## src/mandel_defines.svh

```systemverilog
`ifndef MANDEL_DEFINES_SVH
`define MANDEL_DEFINES_SVH

// raster geometry
`define SCREEN_WIDTH 640
`define SCREEN_HEIGHT 480

// one lane fifo per engine
`define NUM_ENGINES 5
`define MAX_ITER 200

// q4.28 fixed point
`define FRAC 28
`define WORD_LENGTH 32

// screen centre at -0.5 + 0i
`define REAL_CENTER 32'shF800_0000
`define IMAG_CENTER 32'sh0000_0000

// one pixel is 1/256, i.e. 1 << 20 in q4.28
`define PIXEL_STEP_SHIFT 20

// kept small so back-pressure shows up quickly
`define FIFO_DEPTH 4

`endif
```

## src/mandel_pkg.sv

```systemverilog
`include "mandel_defines.svh"

package mandel_pkg;

    // pixel coordinates
    typedef logic [$clog2(`SCREEN_WIDTH)-1:0] x_coord_t;
    typedef logic [$clog2(`SCREEN_HEIGHT)-1:0] y_coord_t;

    // y in the upper bits, x below
    typedef struct packed {
        y_coord_t y;
        x_coord_t x;
    } pixel_coord_t;

    // iteration count
    typedef logic [9:0] depth_t;

    // signed q4.28
    typedef logic signed [`WORD_LENGTH-1:0] fixed_t;

    // lane fifo entry, coordinate tag plus depth
    typedef struct packed {
        pixel_coord_t coord;
        depth_t depth;
    } lane_result_t;

    typedef logic [$clog2(`NUM_ENGINES)-1:0] lane_idx_t;

endpackage

```

## src/pixel_dispatcher.sv

```systemverilog
`timescale 1ns/1ps
`include "mandel_defines.svh"

module pixel_dispatcher (
    input  logic clk,
    input  logic reset,
    input  logic init_start,
    input  logic [`NUM_ENGINES-1:0] engine_written,
    output logic [`NUM_ENGINES-1:0] engine_start,
    output mandel_pkg::pixel_coord_t engine_coord [`NUM_ENGINES]
);
    import mandel_pkg::*;

    logic started;
    logic launch;
    // next raster coordinate not yet handed out
    pixel_coord_t next_coord;
    pixel_coord_t walk_coord;
    pixel_coord_t coord_d [`NUM_ENGINES];

    // step one pixel in raster order, wrap at line and frame end
    function automatic pixel_coord_t raster_next(input pixel_coord_t c);
        pixel_coord_t n;
        n = c;
        if (c.x == `SCREEN_WIDTH - 1) begin
            n.x = '0;
            if (c.y == `SCREEN_HEIGHT - 1) begin
                n.y = '0;
            end else begin
                n.y = c.y + 1'b1;
            end
        end else begin
            n.x = c.x + 1'b1;
        end
        return n;
    endfunction

    // only the first init_start counts
    assign launch = init_start && !started;

    // lanes that finished take coordinates in index order
    always_comb begin
        walk_coord = next_coord;
        for (int i = 0; i < `NUM_ENGINES; i++) begin
            coord_d[i] = engine_coord[i];
            if (engine_written[i]) begin
                coord_d[i] = walk_coord;
                walk_coord = raster_next(walk_coord);
            end
        end
    end

    always_ff @(posedge clk) begin
        if (reset) begin
            started <= 1'b0;
            engine_start <= '0;
            next_coord <= '{y: '0, x: x_coord_t'(`NUM_ENGINES)};
            // lane i starts on pixel (i, 0)
            for (int i = 0; i < `NUM_ENGINES; i++) begin
                engine_coord[i] <= '{y: '0, x: x_coord_t'(i)};
            end
        end else begin
            if (launch) begin
                started <= 1'b1;
            end
            // restart every lane that just wrote, plus all lanes on launch
            engine_start <= engine_written | {`NUM_ENGINES{launch}};
            next_coord <= walk_coord;
            engine_coord <= coord_d;
        end
    end

endmodule

```

## config.mk

```make
export PLATFORM = sky130hd
export DESIGN_NAME = pixel_dispatcher
export DESIGN_NICKNAME = d
export VERILOG_FILES = /design/src/mandel_pkg.sv /design/src/pixel_dispatcher.sv
export VERILOG_INCLUDE_DIRS = /design/src
export SDC_FILE = /design/constraint.sdc
export NUM_CORES = 1
export LEC_CHECK = 0
export ABC_AREA = 1
export BUFFER_PORTS_ARGS = -buffer_cell sky130_fd_sc_hd__buf_2
export CAP_MARGIN = 20
export CORE_MARGIN = 3
export CORE_UTILIZATION = 45
export DETAILED_ROUTE_END_ITERATION = 6
export PLACE_DENSITY_LB_ADDON = 0.15
export SETUP_SLACK_MARGIN = 0.5
export SYNTH_ARGS = -nofsm -noshare
export SYNTH_HDL_FRONTEND = slang
export SYNTH_SLANG_ARGS = --single-unit
```

## constraint.sdc

```tcl
create_clock -name clk -period 15.4 [get_ports clk]
set_input_delay 3.85 -clock clk [delete_from_list [all_inputs] [get_ports clk]]
set_output_delay 3.85 -clock clk [all_outputs]
set_load 0.01 [all_outputs]
```

==> results.md <==
* Status: finished, final reports clean
* Clock latency on the worst-skew pair at roughly 0.43 ns
* Int Pwr at 629.8 uW
* Maximum clock insertion buffer count at 2
* RSZ-0062 raised after global routing: false
* Final hold vios at 0
* GR Overflow Total at 0
* Largest fanout on the critical path at 36
* Cells after Synth at 1092
* Final Skew at 0.007370 ns
* Syn Nets at 1110
* Reg clk slew, reported paths at approximately 0.06 ns
* Sw Share at 0.3148
* Die Footprint at 0.01726 sq mm
* Psw at 289.3 uW
* Design Area, Final at 0.008282 sq mm
* CP bufs+invs at 8
* Reg2Reg Launch Point: next_coord[0]
* Hold Path Stages at 2
* Tightest Hold Check Type: flip-flop to flip-flop
* Post-CTS Setup Inserts at 0
* Reg2reg path depth at 46
* Hpwl dp at 15580 um
* Clock Power Share at 0.423
* GP Congestion at about 0.94
* Mapped Area at 0.007073 sq mm
* Synthesis-stage register bit count at 120
* FF-to-FF End: next_coord[17]
* Max Cap Violations at 0
* Worst-margin pin slew at 0.8546 ns
* Flop-to-flop setup slack at 9.38 ns
* TritonCTS clock tree: done
* Total wire length at roughly 20000 um
* Logic gate share of total power at 0.196
* Total GRT Usage at 0.2348
* Synth unique cells at 41
* H-Tree Depth at 4
* Vias in the first global route at 6455
* Pwr Density at 111.0 mW/mm^2
* Worst path depth at 44
* Final slew viol count at 0
* Crit path capture type: flip-flop
* Worst Hold End: started
* Slowest-stage cell, CP: buf_2
* Die Y at around 130 um
* Critical path class: input port to flip-flop
* Maximum VDD drop at 0.08473 mV
* Setup Viol. Count Final at 0
* Tcrit/Tclk final at 0.5917
* Top_reg_cell synth: dfxtp_1
* Core area at 0.01531 sq mm
* Most common cell on crit path: nand2_1
* Final net count at 1199
* Antenna Cells at 0
* I/O Buffers at between 100 and 150
* Post-route ant nets at 0
* DRC at 0
* Root buf cell: clkbuf_16
* Relative slew slack at 0.4303
* DRT Pass-1 Iters at 7
* Initial antenna violation count at 0
* Setup TNS at 0 ns
* DRT iter0 DRCs at between 400 and 500
* EDFF count, synth at 0
* First-pass GRT wire length at ~33000 um
* DR WL/cell at 14.48 um
* Resized cells post-CTS at 0
* CTS Hold Buffers Added at 0
* CP max stage delay at 0.44 ns
* Yosys Warn Count at 0
* HP Start: started
* Ys async rst share at 0
* Syn avg cell area at ~6.5 sq um
* Crit-path leading delay family: simple AND/OR/NAND/NOR gates
* CP required at 15.72 ns
* Static Leak at about 0.0040 uW
* Vias per std cell at 5.067
* Number of top-level pins at ~110
* Max Freq at 0.1097 GHz
* Layout cells sized above 1 at 0.1913
* DP Area at 0.007715 sq mm
* Clock buffer count from CTS at 17
* Site row count at 45
* Share of power burned in registers at 0.381
* Commonest non-fill, non-tap cell in the layout: nand2_1
* Initial Util at 0.4618
* WP data arrival at 9.43 ns
* Num Clock Sinks at 120
* CP startpoint kind: input port
* Commonest non-fill, non-tap cells in the layout: nand2_1 (274), inv_1 (125), nor2_1 (120), dfxtp_1 (120), buf_2 (107)
* Sequential area share after synthesis at 0.3396
* Pin count of the biggest net entering global routing at 45
* Die X at roughly 130 um
* Tmin final at between 9 and 10 ns
* Vias at a little over 7000
* P&R area growth vs syn at 17.09%
registers in the layout (all words and copies together), names as in the netlist:
name and cells:
started 1, engine_coord 95, next_coord 19, engine_start 5
power by group through the flow:
stage / registers, uW / logic, uW / clock network, uW
floorplan: 361 / 118 / 0
global placement: 356 / 178 / 0
detailed placement: 356 / 179 / 0
CTS: 350 / 180 / 393
global route: 353 / 200 / 409
finish: 350 / 180 / 389
cell usage after synthesis (3+ instances only):
| cell type | instances | area share |
|---|---|---|
| clkbuf_1 | 28 | 0.015 |
| inv_1 | 125 | 0.066 |
| xor2_1 | 6 | 0.0074 |
| dfxtp_1 | 120 | 0.34 |
| ha_1 | 10 | 0.018 |
| xnor2_1 | 4 | 0.0050 |
| o211ai_1 | 14 | 0.015 |
| a21oi_1 | 86 | 0.061 |
| nand4_1 | 21 | 0.019 |
| buf_1 | 4 | 0.0021 |
| nand3_1 | 86 | 0.061 |
| o21ai_0 | 69 | 0.049 |
| o21ai_1 | 9 | 0.0064 |
| nor3_1 | 12 | 0.0085 |
| nand2_2 | 15 | 0.013 |
| buf_2 | 3 | 0.0021 |
| inv_2 | 12 | 0.0064 |
| nand2_1 | 274 | 0.15 |
| nand3_2 | 11 | 0.016 |
| nor2_2 | 24 | 0.021 |
| nor2_1 | 120 | 0.064 |
| nor2_4 | 15 | 0.024 |
layout make-up:
class / count / area, sq um
fillers: 1619 / 7033
multi-input cells: 793 / 3971
flip-flops and latches: 120 / 2402
repair buffers: 109 / 550.5
inverters: 140 / 526.8
clock buffers: 18 / 439.2
well taps: 211 / 264.0
clock inverters: 12 / 127.6
worst register-to-register path, delay by kind of cell, from the launching register on:
family                     cells  cell delay, ns
DFF                            1            0.44
buffers and inverters          6            0.44
adders and majority gates      5            1.02
and+or+nand+nor               35            4.02
kinds of logic (layout without fill, tap and decap cells):
logic type | Yosys count | count (layout) | synth area share
AO/OA/AOI/OAI | 183 | 183 | 0.1376
AND/OR/NAND/NOR | 589 | 589 | 0.3899
buffers and inverters | 179 | 279 | 0.09888
flip-flops | 120 | 120 | 0.3396
adder cells (fa/ha/maj) | 10 | 10 | 0.01769
XOR/XNOR | 11 | 11 | 0.01627
worst max-delay path by stage:
stage | start | to | slack, ns
global route | engine_written[0] | next_coord[18] | 5.53
detailed placement | engine_written[0] | next_coord[17] | 5.88
global placement | engine_written[0] | next_coord[17] | 6.09
floorplan | engine_written[0] | next_coord[18] | 7.09
CTS | engine_written[0] | next_coord[13] | 6.28
finish | engine_written[0] | next_coord[17] | 6.29
metrics by stage:
stage          power, uW    util  cells  worst slack, ns  hold slack, ns
4_1_cts            923.4  0.5408   1403            6.284          0.4581
6_report           919.1  0.5408   1403            6.288          0.4549
3_5_place_dp       535.6  0.5038   1373            5.882          0.4495
2_1_floorplan      479.8       -   1092            7.088          0.4354
5_1_grt            962.7  0.5408   1403            5.525          0.4799
3_3_place_gp       534.3  0.5038   1373            6.089          0.4439
metal layers:
metal,share of wire,track usage,vias to the layer above,routed length [um]
met2,0.47,0.3851,189,9615
met1,0.45,0.3106,3196,9206
met4,0.018,0.07585,0,363
met3,0.056,0.04824,27,1133
met5,0,0,-,0
li1,-,-,3697,-
(Power assumes the default switching activity.)
