$ cat src/mandel_defines.svh
`ifndef MANDEL_DEFINES_SVH
`define MANDEL_DEFINES_SVH

// raster geometry
`define SCREEN_WIDTH 640
`define SCREEN_HEIGHT 480

// one lane fifo per engine
`define NUM_ENGINES 5
`define MAX_ITER 200

// q4.28 fixed point
`define FRAC 28
`define WORD_LENGTH 32

// screen centre at -0.5 + 0i
`define REAL_CENTER 32'shF800_0000
`define IMAG_CENTER 32'sh0000_0000

// one pixel is 1/256, i.e. 1 << 20 in q4.28
`define PIXEL_STEP_SHIFT 20

// kept small so back-pressure shows up quickly
`define FIFO_DEPTH 4

`endif
$ cat src/mandel_pkg.sv
`include "mandel_defines.svh"

package mandel_pkg;

    // pixel coordinates
    typedef logic [$clog2(`SCREEN_WIDTH)-1:0] x_coord_t;
    typedef logic [$clog2(`SCREEN_HEIGHT)-1:0] y_coord_t;

    // y in the upper bits, x below
    typedef struct packed {
        y_coord_t y;
        x_coord_t x;
    } pixel_coord_t;

    // iteration count
    typedef logic [9:0] depth_t;

    // signed q4.28
    typedef logic signed [`WORD_LENGTH-1:0] fixed_t;

    // lane fifo entry, coordinate tag plus depth
    typedef struct packed {
        pixel_coord_t coord;
        depth_t depth;
    } lane_result_t;

    typedef logic [$clog2(`NUM_ENGINES)-1:0] lane_idx_t;

endpackage

$ cat src/result_lane_if.sv
`timescale 1ns/1ps

interface result_lane_if;

    // write side, engine to fifo
    logic wr_en;
    mandel_pkg::lane_result_t wr_data;
    logic full;

    // read side, fifo to matcher
    logic empty;
    mandel_pkg::lane_result_t head;
    logic rd_en;

    // engine end
    modport write (output wr_en, output wr_data, input full);

    // fifo end, sees both sides
    modport buffer (
        input wr_en,
        input wr_data,
        output full,
        output empty,
        output head,
        input rd_en
    );

    // matcher end
    modport read (input empty, input head, output rd_en);

endinterface

$ cat src/lane_fifo.sv
`timescale 1ns/1ps
`include "mandel_defines.svh"

module lane_fifo (
    input logic clk,
    input logic reset,
    result_lane_if.buffer lane
);
    import mandel_pkg::*;

    localparam int PTR_W = $clog2(`FIFO_DEPTH);
    localparam int CNT_W = $clog2(`FIFO_DEPTH + 1);

    lane_result_t mem [`FIFO_DEPTH];
    logic [PTR_W-1:0] wr_ptr;
    logic [PTR_W-1:0] rd_ptr;
    logic [CNT_W-1:0] count;
    logic do_write;
    logic do_read;

    assign do_write = lane.wr_en && !lane.full;
    assign do_read = lane.rd_en && !lane.empty;

    // storage, no reset
    always_ff @(posedge clk) begin
        if (do_write) begin
            mem[wr_ptr] <= lane.wr_data;
        end
    end

    always_ff @(posedge clk) begin
        if (reset) begin
            wr_ptr <= '0;
            rd_ptr <= '0;
            count <= '0;
        end else begin
            if (do_write) begin
                wr_ptr <= (wr_ptr == PTR_W'(`FIFO_DEPTH - 1)) ? '0 : wr_ptr + 1'b1;
            end
            if (do_read) begin
                rd_ptr <= (rd_ptr == PTR_W'(`FIFO_DEPTH - 1)) ? '0 : rd_ptr + 1'b1;
            end
            // simultaneous push and pop leaves count alone
            case ({do_write, do_read})
                2'b10: count <= count + 1'b1;
                2'b01: count <= count - 1'b1;
                default: count <= count;
            endcase
        end
    end

    assign lane.full = (count == CNT_W'(`FIFO_DEPTH));
    assign lane.empty = (count == '0);
    // oldest entry, valid while not empty
    assign lane.head = mem[rd_ptr];

endmodule

$ cat src/flat_wrapper.sv
// flat-port wrapper written by rule: the top's interface ports become plain ports
module lane_fifo_flat import mandel_pkg::*;
  (clk, reset, lane_wr_en, lane_wr_data, lane_full, lane_empty, lane_head, lane_rd_en);
  result_lane_if lane_i ();
  input logic clk;
  input logic reset;
  input wire logic [$bits(lane_i.wr_en)-1:0] lane_wr_en;
  input wire logic [$bits(lane_i.wr_data)-1:0] lane_wr_data;
  output wire logic [$bits(lane_i.full)-1:0] lane_full;
  output wire logic [$bits(lane_i.empty)-1:0] lane_empty;
  output wire logic [$bits(lane_i.head)-1:0] lane_head;
  input wire logic [$bits(lane_i.rd_en)-1:0] lane_rd_en;
  assign lane_i.wr_en = lane_wr_en;
  assign lane_i.wr_data = lane_wr_data;
  assign lane_full = lane_i.full;
  assign lane_empty = lane_i.empty;
  assign lane_head = lane_i.head;
  assign lane_i.rd_en = lane_rd_en;
  lane_fifo u_core (.clk(clk), .reset(reset), .lane(lane_i));
endmodule
$ cat config.mk
export PLATFORM = sky130hd
export DESIGN_NAME = lane_fifo_flat
export DESIGN_NICKNAME = d
export VERILOG_FILES = /design/src/mandel_pkg.sv /design/src/result_lane_if.sv /design/src/lane_fifo.sv /design/src/flat_wrapper.sv
export VERILOG_INCLUDE_DIRS = /design/src
export SDC_FILE = /design/constraint.sdc
export NUM_CORES = 1
export LEC_CHECK = 0
export ABC_AREA = 1
export BUFFER_PORTS_ARGS = -buffer_cell sky130_fd_sc_hd__buf_4
export CAP_MARGIN = 15
export CORE_MARGIN = 2
export CORE_UTILIZATION = 50
export DETAILED_ROUTE_END_ITERATION = 10
export GPL_TIMING_DRIVEN = 0
export PLACE_DENSITY = 0.7
export SYNTH_ARGS = -nofsm -noshare
export SYNTH_HDL_FRONTEND = slang
export SYNTH_SLANG_ARGS = --single-unit
$ cat constraint.sdc
create_clock -name clk -period 4.55 [get_ports clk]
set_clock_uncertainty 0.2 [all_clocks]
set_input_delay 0.91 -clock clk [delete_from_list [all_inputs] [get_ports clk]]
set_output_delay 0.91 -clock clk [all_outputs]
set_load 0.01 [all_outputs]
==> flow_summary_export.csv <==
group,metric,value,unit
worst_hold_path,min_path_type,"reg -> reg",
clock_tree,hold_buffers,0,
setup_path,ff2ff_setup_slack,2.42,ns
synth,synth_top_area_share,68.1,%
clock_tree,cts_resized,0,
floorplan,placeableCoreArea,9860,µm²
grt,antenna_found_initial,0,
run,maxCapViolations,0,
setup_path,endpoint_kind,"primary output",
route,drt-total-wl,10300,µm
route,firstDrtPassIters,4,
place,hpwlAfterDp,6100,µm
final_layout,drive_gt1_share,37.5,%
setup_path,r2r_end,"u_core.count[2]$_SDFFE_PP0P_",
setup_path,reg2reg_depth,11,
timing,final-setup-viol-count,0,
route,drc,0,
grt,overflow,0,
final_layout,finalInstanceArea,6460,µm²
clock_tree,cts_buffer_depth,2,
synth,yosys-top-cells-area,"edfxtp_1 (68%), o21ai_0 (5.5%), o22ai_2 (4.9%)",
clock_tree,clk_pin_slew,0.05,ns
clock_tree,cts_max_level,4,
worst_hold_path,min_to,"u_core.count[0]$_SDFFE_PP0P_",
synth,synth_nets,392,
setup_path,worst_setup_path_start_kind,"flip-flop",
synth,synth_cells,352,
synth,syn_area_per_cell,14.5,µm²
setup_path,rr_startpoint,"u_core.count[1]$_SDFFE_PP0P_",
route,drtAntennaViolNets,0,
clock_tree,cts_buffers,17,
route,vias,3076,
synth,async_flop_share,0,%
final_layout,fin_nets,477,
setup_path,cp_slowest_stage_delay,0.38,ns
setup_path,crit_family,"buffers and inverters",
synth,synth.most_common_cell,"edfxtp_1",
synth,seq_area_frac_synth,71.6,%
clock_tree,cts_setup_buffers,0,
clock_tree,cts_root_buf,"clkbuf_8",
place,place_congestion,0.723,
synth,yosys_warnings,0,
setup_path,cp_slowest_cell,"dfxtp_1",
timing,fin_crit,2.91,ns
route,drt_iter0_markers,188,
floorplan,ios,64,
timing,worstMarginPinSlew,0.943,ns
clock_tree,insertion_delay,0.51,ns
timing,hold_viol_final,0,
worst_hold_path,worstHoldStart,"u_core.count[0]$_SDFFE_PP0P_",
synth,synth_cell_types,25,
grt,grt_pass1_vias,3191,
setup_path,arrival,1.80,ns
synth,synth_top_cells_by_count,"edfxtp_1 (116), o21ai_0 (56), nor2_1 (42), nor2_4 (20), o22ai_2 (20)",
floorplan,start_util,51.9,%
power_and_ir_drop,ir_worst_vdd,0.371,mV
final_layout,area_delta_synth_final,26.2,%
setup_path,path_cells,"clkbuf_1 -> o21ai_0 -> o22ai_2 -> buf_4",
outcome,status,"completed",
final_layout,fin_util,65.5,%
grt,grt_usage,19.8,%
timing,tns,0,ns
floorplan,dieWidth,105,µm
floorplan,dieHeight,105,µm
timing,grt_setup_unrepaired,"no",
timing,slew_violations,0,
setup_path,path_depth,4,
synth,synth-edff-count,116,
worst_hold_path,holdPathStages,2,
timing,relSlewSlack,37.0,%
place,portBuffers,63,
grt,grt_max_degree,30,
clock_tree,clock-sinks,125,
route,wire_per_inst,17.8,µm
setup_path,crit_buf_inv,2,
place,postPlaceCellArea,5850,µm²
synth,synth_top_area_cell,"edfxtp_1",
floorplan,dieArea,11100,µm²
grt,grt_pass1_wl,16200,µm
synth,synth.cell_area,5120,µm²
final_layout,diodes,0,
floorplan,num_rows,36,
timing,post-route-period-util,64.0,%
setup_path,cp.required,3.44,ns
final_layout,fillers,696,
power_and_ir_drop,powerDensity,620,nW/µm²
setup_path,setup.worst_path.class,"reg -> out",
power_and_ir_drop,power.leakage,2.34,nW
route,routed_via_density,5.29,
synth,synth_flop_cell,"edfxtp_1",
synth,ys_ff_latch,125,
clock_tree,cts_tree,"done",
timing,max_freq,343,MHz
setup_path,crit_fanout,10,
-- worst max-delay path by stage --
stage | from | to | slack, ns
3_5_place_dp | lane_wr_en | u_core.mem[1][22]$_DFFE_PP_ | 1.95
2_1_floorplan | lane_wr_en | u_core.mem[3][0]$_DFFE_PP_ | 1.70
4_1_cts | flip-flop | lane_head[14] | 1.57
6_report | flip-flop | lane_head[14] | 1.64
3_3_place_gp | lane_wr_en | u_core.mem[3][22]$_DFFE_PP_ | 0.58
5_1_grt | flip-flop | lane_head[11] | 1.49
-- power breakdown --
group | switching (mW) | internal, mW
Sequential | 0.0449 | 1.39
Combinational | 0.695 | 0.493
Clock | 0.456 | 0.931
-- cell usage in the layout, fill, tap and decap left out --
master      Yosys  layout
clkinv_4        0       1
buf_6           2       2
clkinvlp_4      0       3
clkinv_1        0       2
clkbuf_16       0      16
nor2_2          9       9
inv_2           4       4
buf_2          11      11
nor2_4         20      24
fa_1            1       1
nand3_1         2       2
clkbuf_8        0       1
nor2_1         42      38
or2_1           1       1
o21ai_1         4       4
o22ai_1         9       9
a21oi_1         5       5
edfxtp_1      116     116
inv_1          15      15
buf_4           1      64
o21ai_0        56      56
dfxtp_1         9       9
clkbuf_1        2       2
nand2_2         1       1
nand4_1         1       1
nand2_1        11      11
o22ai_2        20      20
bufinv_16       0       5
clkinv_2        0       2
nand3b_1        2       2
buf_12          2       5
ha_1            6       6
-- tightest hold or removal path, delay by kind of cell, from the launching register on --
| family | cells | cell delay, ns |
|---|---|---|
| compound gates | 1 | 0.07 |
| buf+inv | 1 | 0.10 |
| flops | 1 | 0.31 |
-- final cells by class --
class                      instances  area (µm²)  share of cell area [%]
sequential                       125        3660                    56.7
multi-input combinational        190        1280                    19.8
buffer                            18         133                    2.05
clock inverter                    13         199                    3.08
inverter                          19        71.3                    1.10
tap                              133         166                    2.58
clock buffer                      17         414                    6.41
timing repair buffer              66         533                    8.25
-- flip-flops by register name (all words and copies together) (netlist names), named ones only --
signal and flops:
u_core.mem 116, u_core.rd_ptr 2, u_core.wr_ptr 2, u_core.count 3
-- cell families (layout without fill, tap and decap cells) --
kind of cell,Yosys count,after routing,synth area share [%]
AO/OA/AOI/OAI,94,94,12.3
buffers and inverters,37,133,3.98
AND/OR/NAND/NOR,89,89,10.2
adder cells (fa/ha/maj),7,7,1.86
flip-flops,125,125,71.6
-- per-stage QoR --
stage,std cells,worst slack [ns],power (mW),hold slack (ns)
2_1_floorplan,352,1.70,2.15,0.283
3_3_place_gp,548,0.580,2.60,0.318
3_5_place_dp,551,1.95,2.65,0.324
4_1_cts,581,1.57,4.05,0.333
5_1_grt,581,1.49,4.19,0.371
6_report,581,1.64,4.01,0.330
-- per-layer routing --
| metal | vias to the layer above | global-route usage (%) | share of wire (%) |
|---|---|---|---|
| met5 | - | 0 | 0 |
| met2 | 102 | 33.7 | 53 |
| met4 | 0 | 8.57 | 1.0 |
| met1 | 1507 | 23.4 | 41 |
| met3 | 10 | 5.36 | 5.6 |
| li1 | 1457 | - | - |
No activity file was read; power rests on OpenSTA's default activity.
